--- config.mk ---
export PLATFORM = sky130hd
export DESIGN_NAME = qa_driver
export DESIGN_NICKNAME = d
export VERILOG_FILES = /design/src/design/qa_driver_csr_pkg.sv /design/src/design/qa_driver_types_pkg.sv /design/src/design/qa_driver.sv /design/src/design/qa_drv_hc_root.sv /design/src/design/qa_drv_memory.sv /design/src/design/qa_driver_mux.sv /design/src/design/qa_driver_csr.sv
export SDC_FILE = /design/constraint.sdc
export NUM_CORES = 1
export LEC_CHECK = 0
export BUFFER_PORTS_ARGS = -buffer_cell sky130_fd_sc_hd__buf_4
export CORE_AREA = 2 2 292 294
export DETAILED_ROUTE_END_ITERATION = 10
export DIE_AREA = 0 0 294 296
export GPL_TIMING_DRIVEN = 0
export MAX_ROUTING_LAYER = met4
export PLACE_DENSITY = 0.62
export SLEW_MARGIN = 20
export SYNTH_ARGS = -nofsm -noshare
export SYNTH_HDL_FRONTEND = slang
export SYNTH_SLANG_ARGS = --single-unit
--- constraint.sdc ---
create_clock -name clk -period 16.9 [get_ports clk]
set_input_delay 3.38 -clock clk [delete_from_list [all_inputs] [get_ports clk]]
set_output_delay 3.38 -clock clk [all_outputs]
set_load 0.005 [all_outputs]
--- src/design/qa_driver_csr_pkg.sv ---
// CSR map as word offsets from the block base; only one status read may be in flight
package qa_driver_csr_pkg;

    typedef logic [15:0] t_csr_addr;
    typedef logic [63:0] t_csr_data;

    // Lines posted by the host in one doorbell write
    typedef logic [7:0]  t_doorbell_cnt;

    // Offsets from CSR_HC_BASE_ADDR
    localparam t_csr_addr CSR_HC_RX_BASE  = 16'h0000;
    localparam t_csr_addr CSR_HC_TX_BASE  = 16'h0001;
    localparam t_csr_addr CSR_HC_DOORBELL = 16'h0002;
    localparam t_csr_addr CSR_SREG_REQ    = 16'h0003;

    // Status register exchange with the FPGA client
    typedef enum logic [1:0] {
        SREG_IDLE,
        SREG_REQ,
        SREG_WAIT_DROP,
        SREG_RSP
    } t_sreg_state;

endpackage

--- src/design/qa_driver_types_pkg.sv ---
// Data path types; lines are 64 bits for simulation and tag bit 7 is reserved for the mux
package qa_driver_types_pkg;

    // ========================================
    // Widths
    // ========================================

    // Narrow line, a real host line is 512 bits
    localparam int CL_DATA_WIDTH = 64;
    // Fixed line address width, clients must match it
    localparam int CL_ADDR_WIDTH = 32;
    localparam int REQ_TAG_WIDTH = 8;

    // Tag bit that records the request source inside the mux
    localparam int TAG_SRC_BIT = 7;

    typedef logic [CL_DATA_WIDTH-1:0] t_cl_data;
    typedef logic [CL_ADDR_WIDTH-1:0] t_cl_addr;
    typedef logic [REQ_TAG_WIDTH-1:0] t_req_tag;

    // ========================================
    // Mux source encoding
    // ========================================

    localparam logic MUX_IDX_MEMORY   = 1'b0;
    localparam logic MUX_IDX_CHANNELS = 1'b1;

endpackage
--- src/design/qa_driver.sv ---
// Single clock host driver; host responses must come back in request order, one per request
`timescale 1ns/1ns

module qa_driver
    import qa_driver_types_pkg::*;
    import qa_driver_csr_pkg::*;
#(
    parameter t_csr_addr CSR_HC_BASE_ADDR   = 16'h1b00,
    parameter int        RING_LOG2          = 3,
    parameter int        RX_FIFO_DEPTH_LOG2 = 2
) (
    input  logic       clk,
    input  logic       arst_n,

    // Host channel client FIFOs
    output t_cl_data   rx_fifo_data,
    output logic       rx_fifo_rdy,
    input  logic       rx_fifo_enable,
    input  t_cl_data   tx_fifo_data,
    output logic       tx_fifo_rdy,
    input  logic       tx_fifo_enable,

    // Memory client
    input  t_cl_addr   mem_read_req_addr,
    output logic       mem_read_req_rdy,
    input  logic       mem_read_req_enable,
    output t_cl_data   mem_read_rsp_data,
    output logic       mem_read_rsp_rdy,
    input  t_cl_addr   mem_write_addr,
    input  t_cl_data   mem_write_data,
    output logic       mem_write_rdy,
    input  logic       mem_write_enable,
    output logic [1:0] mem_write_ack,

    // Status register client
    output t_csr_addr  sreg_req_addr,
    output logic       sreg_req,
    input  logic       sreg_ack,
    input  t_csr_data  sreg_rsp,

    // Host CSR port
    input  logic       csr_wr_valid,
    input  t_csr_addr  csr_wr_addr,
    input  t_csr_data  csr_wr_data,
    output logic       sreg_host_valid,
    output t_csr_data  sreg_host_data,

    // Host memory port
    output logic       sys_req_valid,
    output logic       sys_req_write,
    output t_cl_addr   sys_req_addr,
    output t_cl_data   sys_req_data,
    output t_req_tag   sys_req_tag,
    input  logic       sys_req_almfull,
    input  logic       sys_rsp_valid,
    input  logic       sys_rsp_write,
    input  t_req_tag   sys_rsp_tag,
    input  t_cl_data   sys_rsp_data
);

    // CSR to channel
    t_cl_addr      hc_rx_base;
    t_cl_addr      hc_tx_base;
    logic          doorbell_valid;
    t_doorbell_cnt doorbell_cnt;

    // Memory client to mux
    logic          mem_req_valid;
    logic          mem_req_write;
    t_cl_addr      mem_req_addr;
    t_cl_data      mem_req_data;
    t_req_tag      mem_req_tag;
    logic          mem_grant;
    logic          mem_rsp_valid;
    logic          mem_rsp_write;
    t_cl_data      mem_rsp_data;

    // Host channel to mux
    logic          chn_req_valid;
    logic          chn_req_write;
    t_cl_addr      chn_req_addr;
    t_cl_data      chn_req_data;
    t_req_tag      chn_req_tag;
    logic          chn_grant;
    logic          chn_rsp_valid;
    logic          chn_rsp_write;
    t_cl_data      chn_rsp_data;

    // ========================================
    // CSR decode and status exchange
    // ========================================

    qa_driver_csr #(
        .CSR_HC_BASE_ADDR(CSR_HC_BASE_ADDR)
    ) csr_mgr (
        .clk, .arst_n,
        .csr_wr_valid, .csr_wr_addr, .csr_wr_data,
        .hc_rx_base, .hc_tx_base, .doorbell_valid, .doorbell_cnt,
        .sreg_req, .sreg_req_addr, .sreg_ack, .sreg_rsp,
        .sreg_host_valid, .sreg_host_data
    );

    // ========================================
    // Host port sharing
    // ========================================

    qa_driver_mux mux (
        .clk, .arst_n,
        .m_req_valid(mem_req_valid), .m_req_write(mem_req_write),
        .m_req_addr(mem_req_addr), .m_req_data(mem_req_data), .m_req_tag(mem_req_tag),
        .m_grant(mem_grant), .m_rsp_valid(mem_rsp_valid),
        .m_rsp_write(mem_rsp_write), .m_rsp_data(mem_rsp_data),
        .c_req_valid(chn_req_valid), .c_req_write(chn_req_write),
        .c_req_addr(chn_req_addr), .c_req_data(chn_req_data), .c_req_tag(chn_req_tag),
        .c_grant(chn_grant), .c_rsp_valid(chn_rsp_valid),
        .c_rsp_write(chn_rsp_write), .c_rsp_data(chn_rsp_data),
        .sys_req_valid, .sys_req_write, .sys_req_addr, .sys_req_data, .sys_req_tag,
        .sys_req_almfull, .sys_rsp_valid, .sys_rsp_write, .sys_rsp_tag, .sys_rsp_data
    );

    // ========================================
    // Clients
    // ========================================

    qa_drv_memory host_memory (
        .clk, .arst_n,
        .mem_read_req_addr, .mem_read_req_rdy, .mem_read_req_enable,
        .mem_read_rsp_data, .mem_read_rsp_rdy,
        .mem_write_addr, .mem_write_data, .mem_write_rdy, .mem_write_enable,
        .mem_write_ack,
        .req_valid(mem_req_valid), .req_write(mem_req_write), .req_addr(mem_req_addr),
        .req_data(mem_req_data), .req_tag(mem_req_tag), .grant(mem_grant),
        .rsp_valid(mem_rsp_valid), .rsp_write(mem_rsp_write), .rsp_data(mem_rsp_data)
    );

    qa_drv_hc_root #(
        .RING_LOG2(RING_LOG2),
        .RX_FIFO_DEPTH_LOG2(RX_FIFO_DEPTH_LOG2)
    ) host_channel (
        .clk, .arst_n,
        .tx_fifo_data, .tx_fifo_rdy, .tx_fifo_enable,
        .rx_fifo_data, .rx_fifo_rdy, .rx_fifo_enable,
        .hc_rx_base, .hc_tx_base, .doorbell_valid, .doorbell_cnt,
        .req_valid(chn_req_valid), .req_write(chn_req_write), .req_addr(chn_req_addr),
        .req_data(chn_req_data), .req_tag(chn_req_tag), .grant(chn_grant),
        .rsp_valid(chn_rsp_valid), .rsp_write(chn_rsp_write), .rsp_data(chn_rsp_data)
    );

endmodule

--- src/design/qa_drv_hc_root.sv ---
// Rings are 2^RING_LOG2 lines; the host must not post more doorbell lines than the ring holds
`timescale 1ns/1ns

module qa_drv_hc_root
    import qa_driver_types_pkg::*;
    import qa_driver_csr_pkg::*;
#(
    parameter int RING_LOG2          = 3,
    parameter int RX_FIFO_DEPTH_LOG2 = 2
) (
    input  logic          clk,
    input  logic          arst_n,

    input  t_cl_data      tx_fifo_data,
    output logic          tx_fifo_rdy,
    input  logic          tx_fifo_enable,
    output t_cl_data      rx_fifo_data,
    output logic          rx_fifo_rdy,
    input  logic          rx_fifo_enable,

    input  t_cl_addr      hc_rx_base,
    input  t_cl_addr      hc_tx_base,
    input  logic          doorbell_valid,
    input  t_doorbell_cnt doorbell_cnt,

    output logic          req_valid,
    output logic          req_write,
    output t_cl_addr      req_addr,
    output t_cl_data      req_data,
    output t_req_tag      req_tag,
    input  logic          grant,
    input  logic          rsp_valid,
    input  logic          rsp_write,
    input  t_cl_data      rsp_data
);

    localparam int PEND_W = 16;
    localparam logic [RX_FIFO_DEPTH_LOG2:0] SLOTS_FULL = {1'b1, {RX_FIFO_DEPTH_LOG2{1'b0}}};

    logic                        tx_valid;
    t_cl_data                    tx_data;
    logic [RING_LOG2-1:0]        tx_idx;
    logic [RING_LOG2-1:0]        rx_idx;
    logic [PEND_W-1:0]           pending;
    // FIFO entries plus reads still in flight
    logic [RX_FIFO_DEPTH_LOG2:0] slots_used;
    logic                        rx_want;
    logic                        tx_taken;
    logic                        rx_taken;
    logic                        rx_pop;
    logic                        rx_push;

    // ========================================
    // Request side, tx ahead of rx
    // ========================================

    assign rx_want   = (pending != '0) && (slots_used != SLOTS_FULL);
    assign req_valid = tx_valid || rx_want;
    assign req_write = tx_valid;
    assign req_addr  = tx_valid ? hc_tx_base + t_cl_addr'(tx_idx)
                                : hc_rx_base + t_cl_addr'(rx_idx);
    assign req_data  = tx_data;
    assign req_tag   = t_req_tag'(req_write);

    assign tx_taken    = grant && tx_valid;
    assign rx_taken    = grant && !tx_valid;
    assign tx_fifo_rdy = !tx_valid || tx_taken;

    always_ff @(posedge clk or negedge arst_n) begin
        if (!arst_n) begin
            tx_valid   <= 1'b0;
            tx_idx     <= '0;
            rx_idx     <= '0;
            pending    <= '0;
            slots_used <= '0;
        end else begin
            tx_valid <= (tx_valid && !tx_taken) || tx_fifo_enable;
            // Indexes wrap with the ring
            if (tx_taken) tx_idx <= tx_idx + 1'b1;
            if (rx_taken) rx_idx <= rx_idx + 1'b1;
            pending <= pending + PEND_W'(doorbell_valid ? doorbell_cnt : '0)
                       - PEND_W'(rx_taken);
            slots_used <= slots_used + (RX_FIFO_DEPTH_LOG2+1)'(rx_taken)
                          - (RX_FIFO_DEPTH_LOG2+1)'(rx_pop);
        end
    end

    always_ff @(posedge clk) begin
        if (tx_fifo_enable) tx_data <= tx_fifo_data;
    end

    // ========================================
    // Rx FIFO
    // ========================================

    t_cl_data                    rx_mem [2**RX_FIFO_DEPTH_LOG2];
    // Extra pointer bit tells full from empty
    logic [RX_FIFO_DEPTH_LOG2:0] wr_ptr;
    logic [RX_FIFO_DEPTH_LOG2:0] rd_ptr;

    // Tx write acks are ignored, reads fill the FIFO
    assign rx_push      = rsp_valid && !rsp_write;
    assign rx_pop       = rx_fifo_enable && rx_fifo_rdy;
    assign rx_fifo_rdy  = (wr_ptr != rd_ptr);
    assign rx_fifo_data = rx_mem[rd_ptr[RX_FIFO_DEPTH_LOG2-1:0]];

    always_ff @(posedge clk or negedge arst_n) begin
        if (!arst_n) begin
            wr_ptr <= '0;
            rd_ptr <= '0;
        end else begin
            if (rx_push) wr_ptr <= wr_ptr + 1'b1;
            if (rx_pop) rd_ptr <= rd_ptr + 1'b1;
        end
    end

    always_ff @(posedge clk) begin
        if (rx_push) rx_mem[wr_ptr[RX_FIFO_DEPTH_LOG2-1:0]] <= rsp_data;
    end

endmodule

--- src/design/qa_drv_memory.sv ---
// One read and one write buffered; a read waits behind a held write so same-line order holds
`timescale 1ns/1ns

module qa_drv_memory
    import qa_driver_types_pkg::*;
(
    input  logic       clk,
    input  logic       arst_n,

    input  t_cl_addr   mem_read_req_addr,
    output logic       mem_read_req_rdy,
    input  logic       mem_read_req_enable,
    output t_cl_data   mem_read_rsp_data,
    output logic       mem_read_rsp_rdy,

    input  t_cl_addr   mem_write_addr,
    input  t_cl_data   mem_write_data,
    output logic       mem_write_rdy,
    input  logic       mem_write_enable,
    output logic [1:0] mem_write_ack,

    output logic       req_valid,
    output logic       req_write,
    output t_cl_addr   req_addr,
    output t_cl_data   req_data,
    output t_req_tag   req_tag,
    input  logic       grant,
    input  logic       rsp_valid,
    input  logic       rsp_write,
    input  t_cl_data   rsp_data
);

    // Request holding registers
    logic     rd_valid;
    t_cl_addr rd_addr;
    logic     wr_valid;
    t_cl_addr wr_addr;
    t_cl_data wr_data;
    logic     rd_taken;
    logic     wr_taken;

    // Read goes first whenever one is held
    assign req_valid = rd_valid || wr_valid;
    assign req_write = !rd_valid;
    assign req_addr  = rd_valid ? rd_addr : wr_addr;
    assign req_data  = wr_data;
    // Low tag bit marks writes for host-side debug
    assign req_tag   = t_req_tag'(req_write);

    assign rd_taken = grant && rd_valid;
    assign wr_taken = grant && !rd_valid;

    // Slot free now or emptied by this cycle's grant
    assign mem_read_req_rdy = !wr_valid && (!rd_valid || rd_taken);
    assign mem_write_rdy    = !wr_valid || wr_taken;

    always_ff @(posedge clk or negedge arst_n) begin
        if (!arst_n) begin
            rd_valid      <= 1'b0;
            wr_valid      <= 1'b0;
            mem_write_ack <= 2'd0;
        end else begin
            rd_valid      <= (rd_valid && !rd_taken) || mem_read_req_enable;
            wr_valid      <= (wr_valid && !wr_taken) || mem_write_enable;
            // At most one write response per clock
            mem_write_ack <= {1'b0, rsp_valid && rsp_write};
        end
    end

    always_ff @(posedge clk) begin
        if (mem_read_req_enable) rd_addr <= mem_read_req_addr;
        if (mem_write_enable) begin
            wr_addr <= mem_write_addr;
            wr_data <= mem_write_data;
        end
    end

    // Responses return in order, pass reads straight through
    assign mem_read_rsp_rdy  = rsp_valid && !rsp_write;
    assign mem_read_rsp_data = rsp_data;

endmodule

--- src/design/qa_driver_mux.sv ---
// Two-way request merge; client tags must leave bit 7 clear and the host answers in order
`timescale 1ns/1ns

module qa_driver_mux
    import qa_driver_types_pkg::*;
(
    input  logic     clk,
    input  logic     arst_n,

    // Memory client side
    input  logic     m_req_valid,
    input  logic     m_req_write,
    input  t_cl_addr m_req_addr,
    input  t_cl_data m_req_data,
    input  t_req_tag m_req_tag,
    output logic     m_grant,
    output logic     m_rsp_valid,
    output logic     m_rsp_write,
    output t_cl_data m_rsp_data,

    // Host channel side
    input  logic     c_req_valid,
    input  logic     c_req_write,
    input  t_cl_addr c_req_addr,
    input  t_cl_data c_req_data,
    input  t_req_tag c_req_tag,
    output logic     c_grant,
    output logic     c_rsp_valid,
    output logic     c_rsp_write,
    output t_cl_data c_rsp_data,

    // Host port
    output logic     sys_req_valid,
    output logic     sys_req_write,
    output t_cl_addr sys_req_addr,
    output t_cl_data sys_req_data,
    output t_req_tag sys_req_tag,
    input  logic     sys_req_almfull,
    input  logic     sys_rsp_valid,
    input  logic     sys_rsp_write,
    input  t_req_tag sys_rsp_tag,
    input  t_cl_data sys_rsp_data
);

    // ========================================
    // Arbitration
    // ========================================

    // Source served by the most recent grant
    logic     last_src;
    logic     pick_c;
    logic     win_src;
    t_req_tag win_tag;

    // Channel wins when alone or when memory went last
    assign pick_c  = c_req_valid && (!m_req_valid || (last_src == MUX_IDX_MEMORY));
    assign win_src = pick_c ? MUX_IDX_CHANNELS : MUX_IDX_MEMORY;
    assign win_tag = pick_c ? c_req_tag : m_req_tag;

    // Almost full blocks every grant
    assign m_grant = !sys_req_almfull && m_req_valid && !pick_c;
    assign c_grant = !sys_req_almfull && pick_c;

    always_ff @(posedge clk or negedge arst_n) begin
        if (!arst_n) begin
            sys_req_valid <= 1'b0;
            last_src      <= MUX_IDX_CHANNELS;
        end else begin
            sys_req_valid <= m_grant || c_grant;
            if (m_grant || c_grant) last_src <= win_src;
        end
    end

    // Winning request lands on the host port one clock after grant
    always_ff @(posedge clk) begin
        if (m_grant || c_grant) begin
            sys_req_write <= pick_c ? c_req_write : m_req_write;
            sys_req_addr  <= pick_c ? c_req_addr : m_req_addr;
            sys_req_data  <= pick_c ? c_req_data : m_req_data;
            sys_req_tag   <= {win_src, win_tag[TAG_SRC_BIT-1:0]};
        end
    end

    // ========================================
    // Response routing by tag source bit
    // ========================================

    assign m_rsp_valid = sys_rsp_valid && (sys_rsp_tag[TAG_SRC_BIT] == MUX_IDX_MEMORY);
    assign c_rsp_valid = sys_rsp_valid && (sys_rsp_tag[TAG_SRC_BIT] == MUX_IDX_CHANNELS);
    assign m_rsp_write = sys_rsp_write;
    assign c_rsp_write = sys_rsp_write;
    assign m_rsp_data  = sys_rsp_data;
    assign c_rsp_data  = sys_rsp_data;

endmodule

--- src/design/qa_driver_csr.sv ---
// CSR writes are single cycle and never stalled; a status request is dropped while busy
`timescale 1ns/1ns

module qa_driver_csr
    import qa_driver_types_pkg::*;
    import qa_driver_csr_pkg::*;
#(
    parameter t_csr_addr CSR_HC_BASE_ADDR = 16'h1b00
) (
    input  logic          clk,
    input  logic          arst_n,

    input  logic          csr_wr_valid,
    input  t_csr_addr     csr_wr_addr,
    input  t_csr_data     csr_wr_data,

    output t_cl_addr      hc_rx_base,
    output t_cl_addr      hc_tx_base,
    output logic          doorbell_valid,
    output t_doorbell_cnt doorbell_cnt,

    output logic          sreg_req,
    output t_csr_addr     sreg_req_addr,
    input  logic          sreg_ack,
    input  t_csr_data     sreg_rsp,
    output logic          sreg_host_valid,
    output t_csr_data     sreg_host_data
);

    // ========================================
    // Address decode
    // ========================================

    localparam t_csr_addr ADDR_RX_BASE  = CSR_HC_BASE_ADDR + CSR_HC_RX_BASE;
    localparam t_csr_addr ADDR_TX_BASE  = CSR_HC_BASE_ADDR + CSR_HC_TX_BASE;
    localparam t_csr_addr ADDR_DOORBELL = CSR_HC_BASE_ADDR + CSR_HC_DOORBELL;
    localparam t_csr_addr ADDR_SREG_REQ = CSR_HC_BASE_ADDR + CSR_SREG_REQ;

    logic        wr_rx_base;
    logic        wr_tx_base;
    logic        wr_doorbell;
    logic        wr_sreg;
    t_sreg_state sreg_state;

    assign wr_rx_base  = csr_wr_valid && (csr_wr_addr == ADDR_RX_BASE);
    assign wr_tx_base  = csr_wr_valid && (csr_wr_addr == ADDR_TX_BASE);
    assign wr_doorbell = csr_wr_valid && (csr_wr_addr == ADDR_DOORBELL);
    // Only an idle engine takes a new status request
    assign wr_sreg     = csr_wr_valid && (csr_wr_addr == ADDR_SREG_REQ) &&
                         (sreg_state == SREG_IDLE);

    // Ring bases and doorbell pulse, visible one clock after the write
    always_ff @(posedge clk or negedge arst_n) begin
        if (!arst_n) begin
            hc_rx_base     <= '0;
            hc_tx_base     <= '0;
            doorbell_valid <= 1'b0;
        end else begin
            if (wr_rx_base) hc_rx_base <= csr_wr_data[CL_ADDR_WIDTH-1:0];
            if (wr_tx_base) hc_tx_base <= csr_wr_data[CL_ADDR_WIDTH-1:0];
            doorbell_valid <= wr_doorbell;
        end
    end

    // ========================================
    // Status register four-phase engine
    // ========================================

    always_ff @(posedge clk or negedge arst_n) begin
        if (!arst_n) begin
            sreg_state <= SREG_IDLE;
        end else begin
            case (sreg_state)
                SREG_IDLE:      if (wr_sreg) sreg_state <= SREG_REQ;
                // Client answered, hand the value to the host
                SREG_REQ:       if (sreg_ack) sreg_state <= SREG_RSP;
                // Ack may already be gone by now
                SREG_RSP:       sreg_state <= sreg_ack ? SREG_WAIT_DROP : SREG_IDLE;
                SREG_WAIT_DROP: if (!sreg_ack) sreg_state <= SREG_IDLE;
                default:        sreg_state <= SREG_IDLE;
            endcase
        end
    end

    // Payload captures
    always_ff @(posedge clk) begin
        if (wr_doorbell) doorbell_cnt <= csr_wr_data[$bits(t_doorbell_cnt)-1:0];
        if (wr_sreg) sreg_req_addr <= csr_wr_data[$bits(t_csr_addr)-1:0];
        if (sreg_state == SREG_REQ && sreg_ack) sreg_host_data <= sreg_rsp;
    end

    assign sreg_req        = (sreg_state == SREG_REQ);
    assign sreg_host_valid = (sreg_state == SREG_RSP);

endmodule

==> flow_metrics.py <==
metrics = {
    "run_status": {
        "outcome": "completed",
    },
    "synth": {
        "syn_area_per_cell_um2": 18.2,
        "yosysTopAreaCellShare": 0.652,
        "synth_compound_area_frac": 0.0246,
        "ys_async_sr_fraction": 0.141,
        "ys_seq_area_frac": 0.742,
        "synthMuxAreaShare": 0.114,
        "ys.warnings.count": 0,
        "synth_top_family_by_area": "multiplexers",
        "synth_top_area_cell": "edfxtp_1",
        "syn-cell-area_um2": 29200,
        "netlist_top_cells_count": "edfxtp_1, mux2_2, dfrtp_1",
        "synth-main-ff-cell": "edfxtp_1",
        "netlist_top_cells_area": "edfxtp_1, dfrtp_1, mux2_2",
        "netlist_instances": 1599,
        "yosys.area_share.simple": 0.0416,
        "synth_xor_xnor_area_share": 0.0240,
        "synth_edf_count": 634,
        "yosysMostFrequentCell": "edfxtp_1",
        "synthAdderAreaFrac": 0.0208,
        "ys_ff_latch": 738,
        "ys_types": 65,
    },
    "detailed_routing": {
        "vias_per_cell": 4.80,
        "drcViolationCount": 0,
        "dr.first_iter.drc_count": 1108,
        "drt-total-wl_mm": 77.5,
        "dr.pass1.iters": 5,
        "wl_per_cell_um": 21.8,
        "ant_nets": 0,
        "vias": 17100,
    },
    "clocking": {
        "clk_latency_ns": 0.64,
        "clock_path_buffers": 3,
        "clock_sinks": 738,
        "cts_buffers": 80,
        "htree_levels": 3,
        "root_buffer": "clkbuf_16",
        "clk_pin_slew_ns": 0.06,
        "ctsHoldBuffers": 0,
        "cts_resized": 0,
        "cts_post_setup_buffers_inserted": 0,
        "cts_tree": "built",
    },
    "timing": {
        "rsz0062_at_grt": "false",
        "finalHoldViolCount": 0,
        "relSlewSlack": 0.315,
        "setup_viol": 0,
        "fin_crit_ns": 7.96,
        "setup_tns_ns": 0,
        "tightest_slew_ns": 1.03,
        "fmax_ghz": 0.126,
        "skew_ns": 0.0347,
        "fin_crit_sh": 0.471,
        "drv_slew": 0,
    },
    "finish": {
        "area_delta_synth_final_pct": 32.9,
        "final_cells": 3554,
        "drive_gt1_frac": 0.466,
        "final_nets": 2857,
    },
    "worst_hold_path": {
        "hold_class": "reg2reg",
        "min_from": "host_channel.wr_ptr[2]",
        "hold_depth": 1,
    },
    "grt": {
        "grt_pass1_vias": 17700,
        "met1_usage": 0.204,
        "grt-busiest-layer": "met2",
        "antenna_found_initial": 5,
        "grt_overflow_total": 0,
        "grt.met3_usage": 0.0522,
        "grt.total_usage": 0.178,
        "grt_pass1_wl_mm": 111,
        "grt_use_met2": 0.301,
        "grt_max_degree": 105,
    },
    "setup_path": {
        "cp_max_fo": 9,
        "cp-start-kind": "input pin",
        "crit_type": "in2out",
        "end_kind": "output port",
        "reg2reg_depth": 18,
        "cp.required_ns": 13.52,
        "timing.critical_path.from": "sys_req_almfull",
        "timing.rr.start": "host_channel.pending[14]",
        "crit_arrival_ns": 4.58,
    },
    "floorplan": {
        "start_util": 0.347,
        "coreArea_um2": 84200,
        "dieArea_um2": 87000,
        "die_w_um": 294,
        "row_count": 107,
        "io_pins": 742,
        "chipHeight_um": 296,
    },
    "placed_design": {
        "dp.cells": 3400,
        "finalWeightedCongestion": 0.907,
        "hpwlAfterDp_mm": 56.6,
        "io_buffer_count": 694,
    },
    "power": {
        "leakagePower_nw": 15.4,
        "vdd_drop_max_mv": 0.101,
        "power_density_nw_per_um2": 138,
    },
    "run": {
        "drv_cap": 0,
    },
}
-- worst paths after layout --
kind,endpoint,slack [ns]
min reg2reg,host_channel.wr_ptr[2],0.48
max in group asynchronous,host_memory.mem_write_ack[0],13.38
max reg2reg,host_channel.pending[12],12.19
max,mem_write_rdy,8.94
min,host_channel.wr_ptr[2],0.48
min in group asynchronous,csr_mgr.hc_tx_base[20],2.87
-- flip-flops by register name, summed over array words and instances (netlist names), 32 cells and up --
name,cells
csr_mgr.hc_rx_base,32
csr_mgr.hc_tx_base,32
csr_mgr.sreg_host_data,64
host_channel.req_data,64
host_channel.rx_mem,256
host_memory.rd_addr,32
host_memory.req_data,64
host_memory.wr_addr,32
mux.sys_req_addr,32
mux.sys_req_data,64
-- per-layer routing --
metal  vias to the layer above  part of all wire
met5                         -                 0
met4                         0             0.023
met3                       111             0.086
met2                       675              0.51
met1                      8581              0.38
li1                       7688                 -
-- logic make-up after synthesis --
group           count (synthesis)
other cells                     1
simple gates                  213
buf+inv                       173
compound gates                113
xor+xnor                       80
mux                           235
flops                         738
fa+ha+maj                      46
-- layout make-up --
type                       instances  area (µm²)
antenna                            5        12.5
buffer                           120         767
clock buffer                      94        2080
clock inverter                    55         606
fill                            7262       45400
inverter                          53         199
multi-input combinational        694        6630
sequential                       738       21600
tap                             1090        1360
timing repair buffer             705        5470
-- critical path: stages --
cell and delay (ns):
clkbuf_1 0.24, o31ai_1 0.71, buf_4 0.24
-- metrics by stage --
stage | hold WS [ns] | setup WS [ns] | cell area [µm²] | power [mW] | utilization
after global routing | 0.495 | 8.93 | 38800 | 5.61 | 0.460
after global placement | 0.473 | 4.37 | 35800 | 3.59 | 0.425
after floorplan | 0.446 | 7.95 | 29200 | 3.01 | -
after CTS | 0.486 | 8.92 | 38800 | 5.42 | 0.460
after detailed placement | 0.474 | 8.93 | 36100 | 3.63 | 0.428
final | 0.484 | 8.94 | 38800 | 5.35 | 0.460
-- report_power, final --
part	internal, mW	switching, mW	total, mW
Sequential	2.19	0.0729	2.26
Clock	1.04	0.743	1.78
Combinational	0.659	0.651	1.31
-- placed cells by master (no fill, tap or decap), drive strengths merged, types with 4 or more instances in the layout --
cell type / count
a211oi: 12
xnor2: 48
o211ai: 4
and2: 17
fa: 4
edfxtp: 634
a21o: 5
xor2: 32
inv: 61
diode: 5
nor3: 6
and4: 10
mux2i: 27
o22ai: 4
bufinv: 9
clkbuf: 114
nand4: 15
ha: 42
dfrtp: 103
buf: 805
nand2b: 5
conb: 7
nand2: 49
nor4b: 4
nor4: 9
mux4: 64
nor3b: 4
nor2b: 10
mux2: 144
o31ai: 4
nand3: 25
and3: 13
clkinv: 35
nor2: 33
a21oi: 27
o21ai: 32
o21a: 4
(Power assumes the default switching activity.)
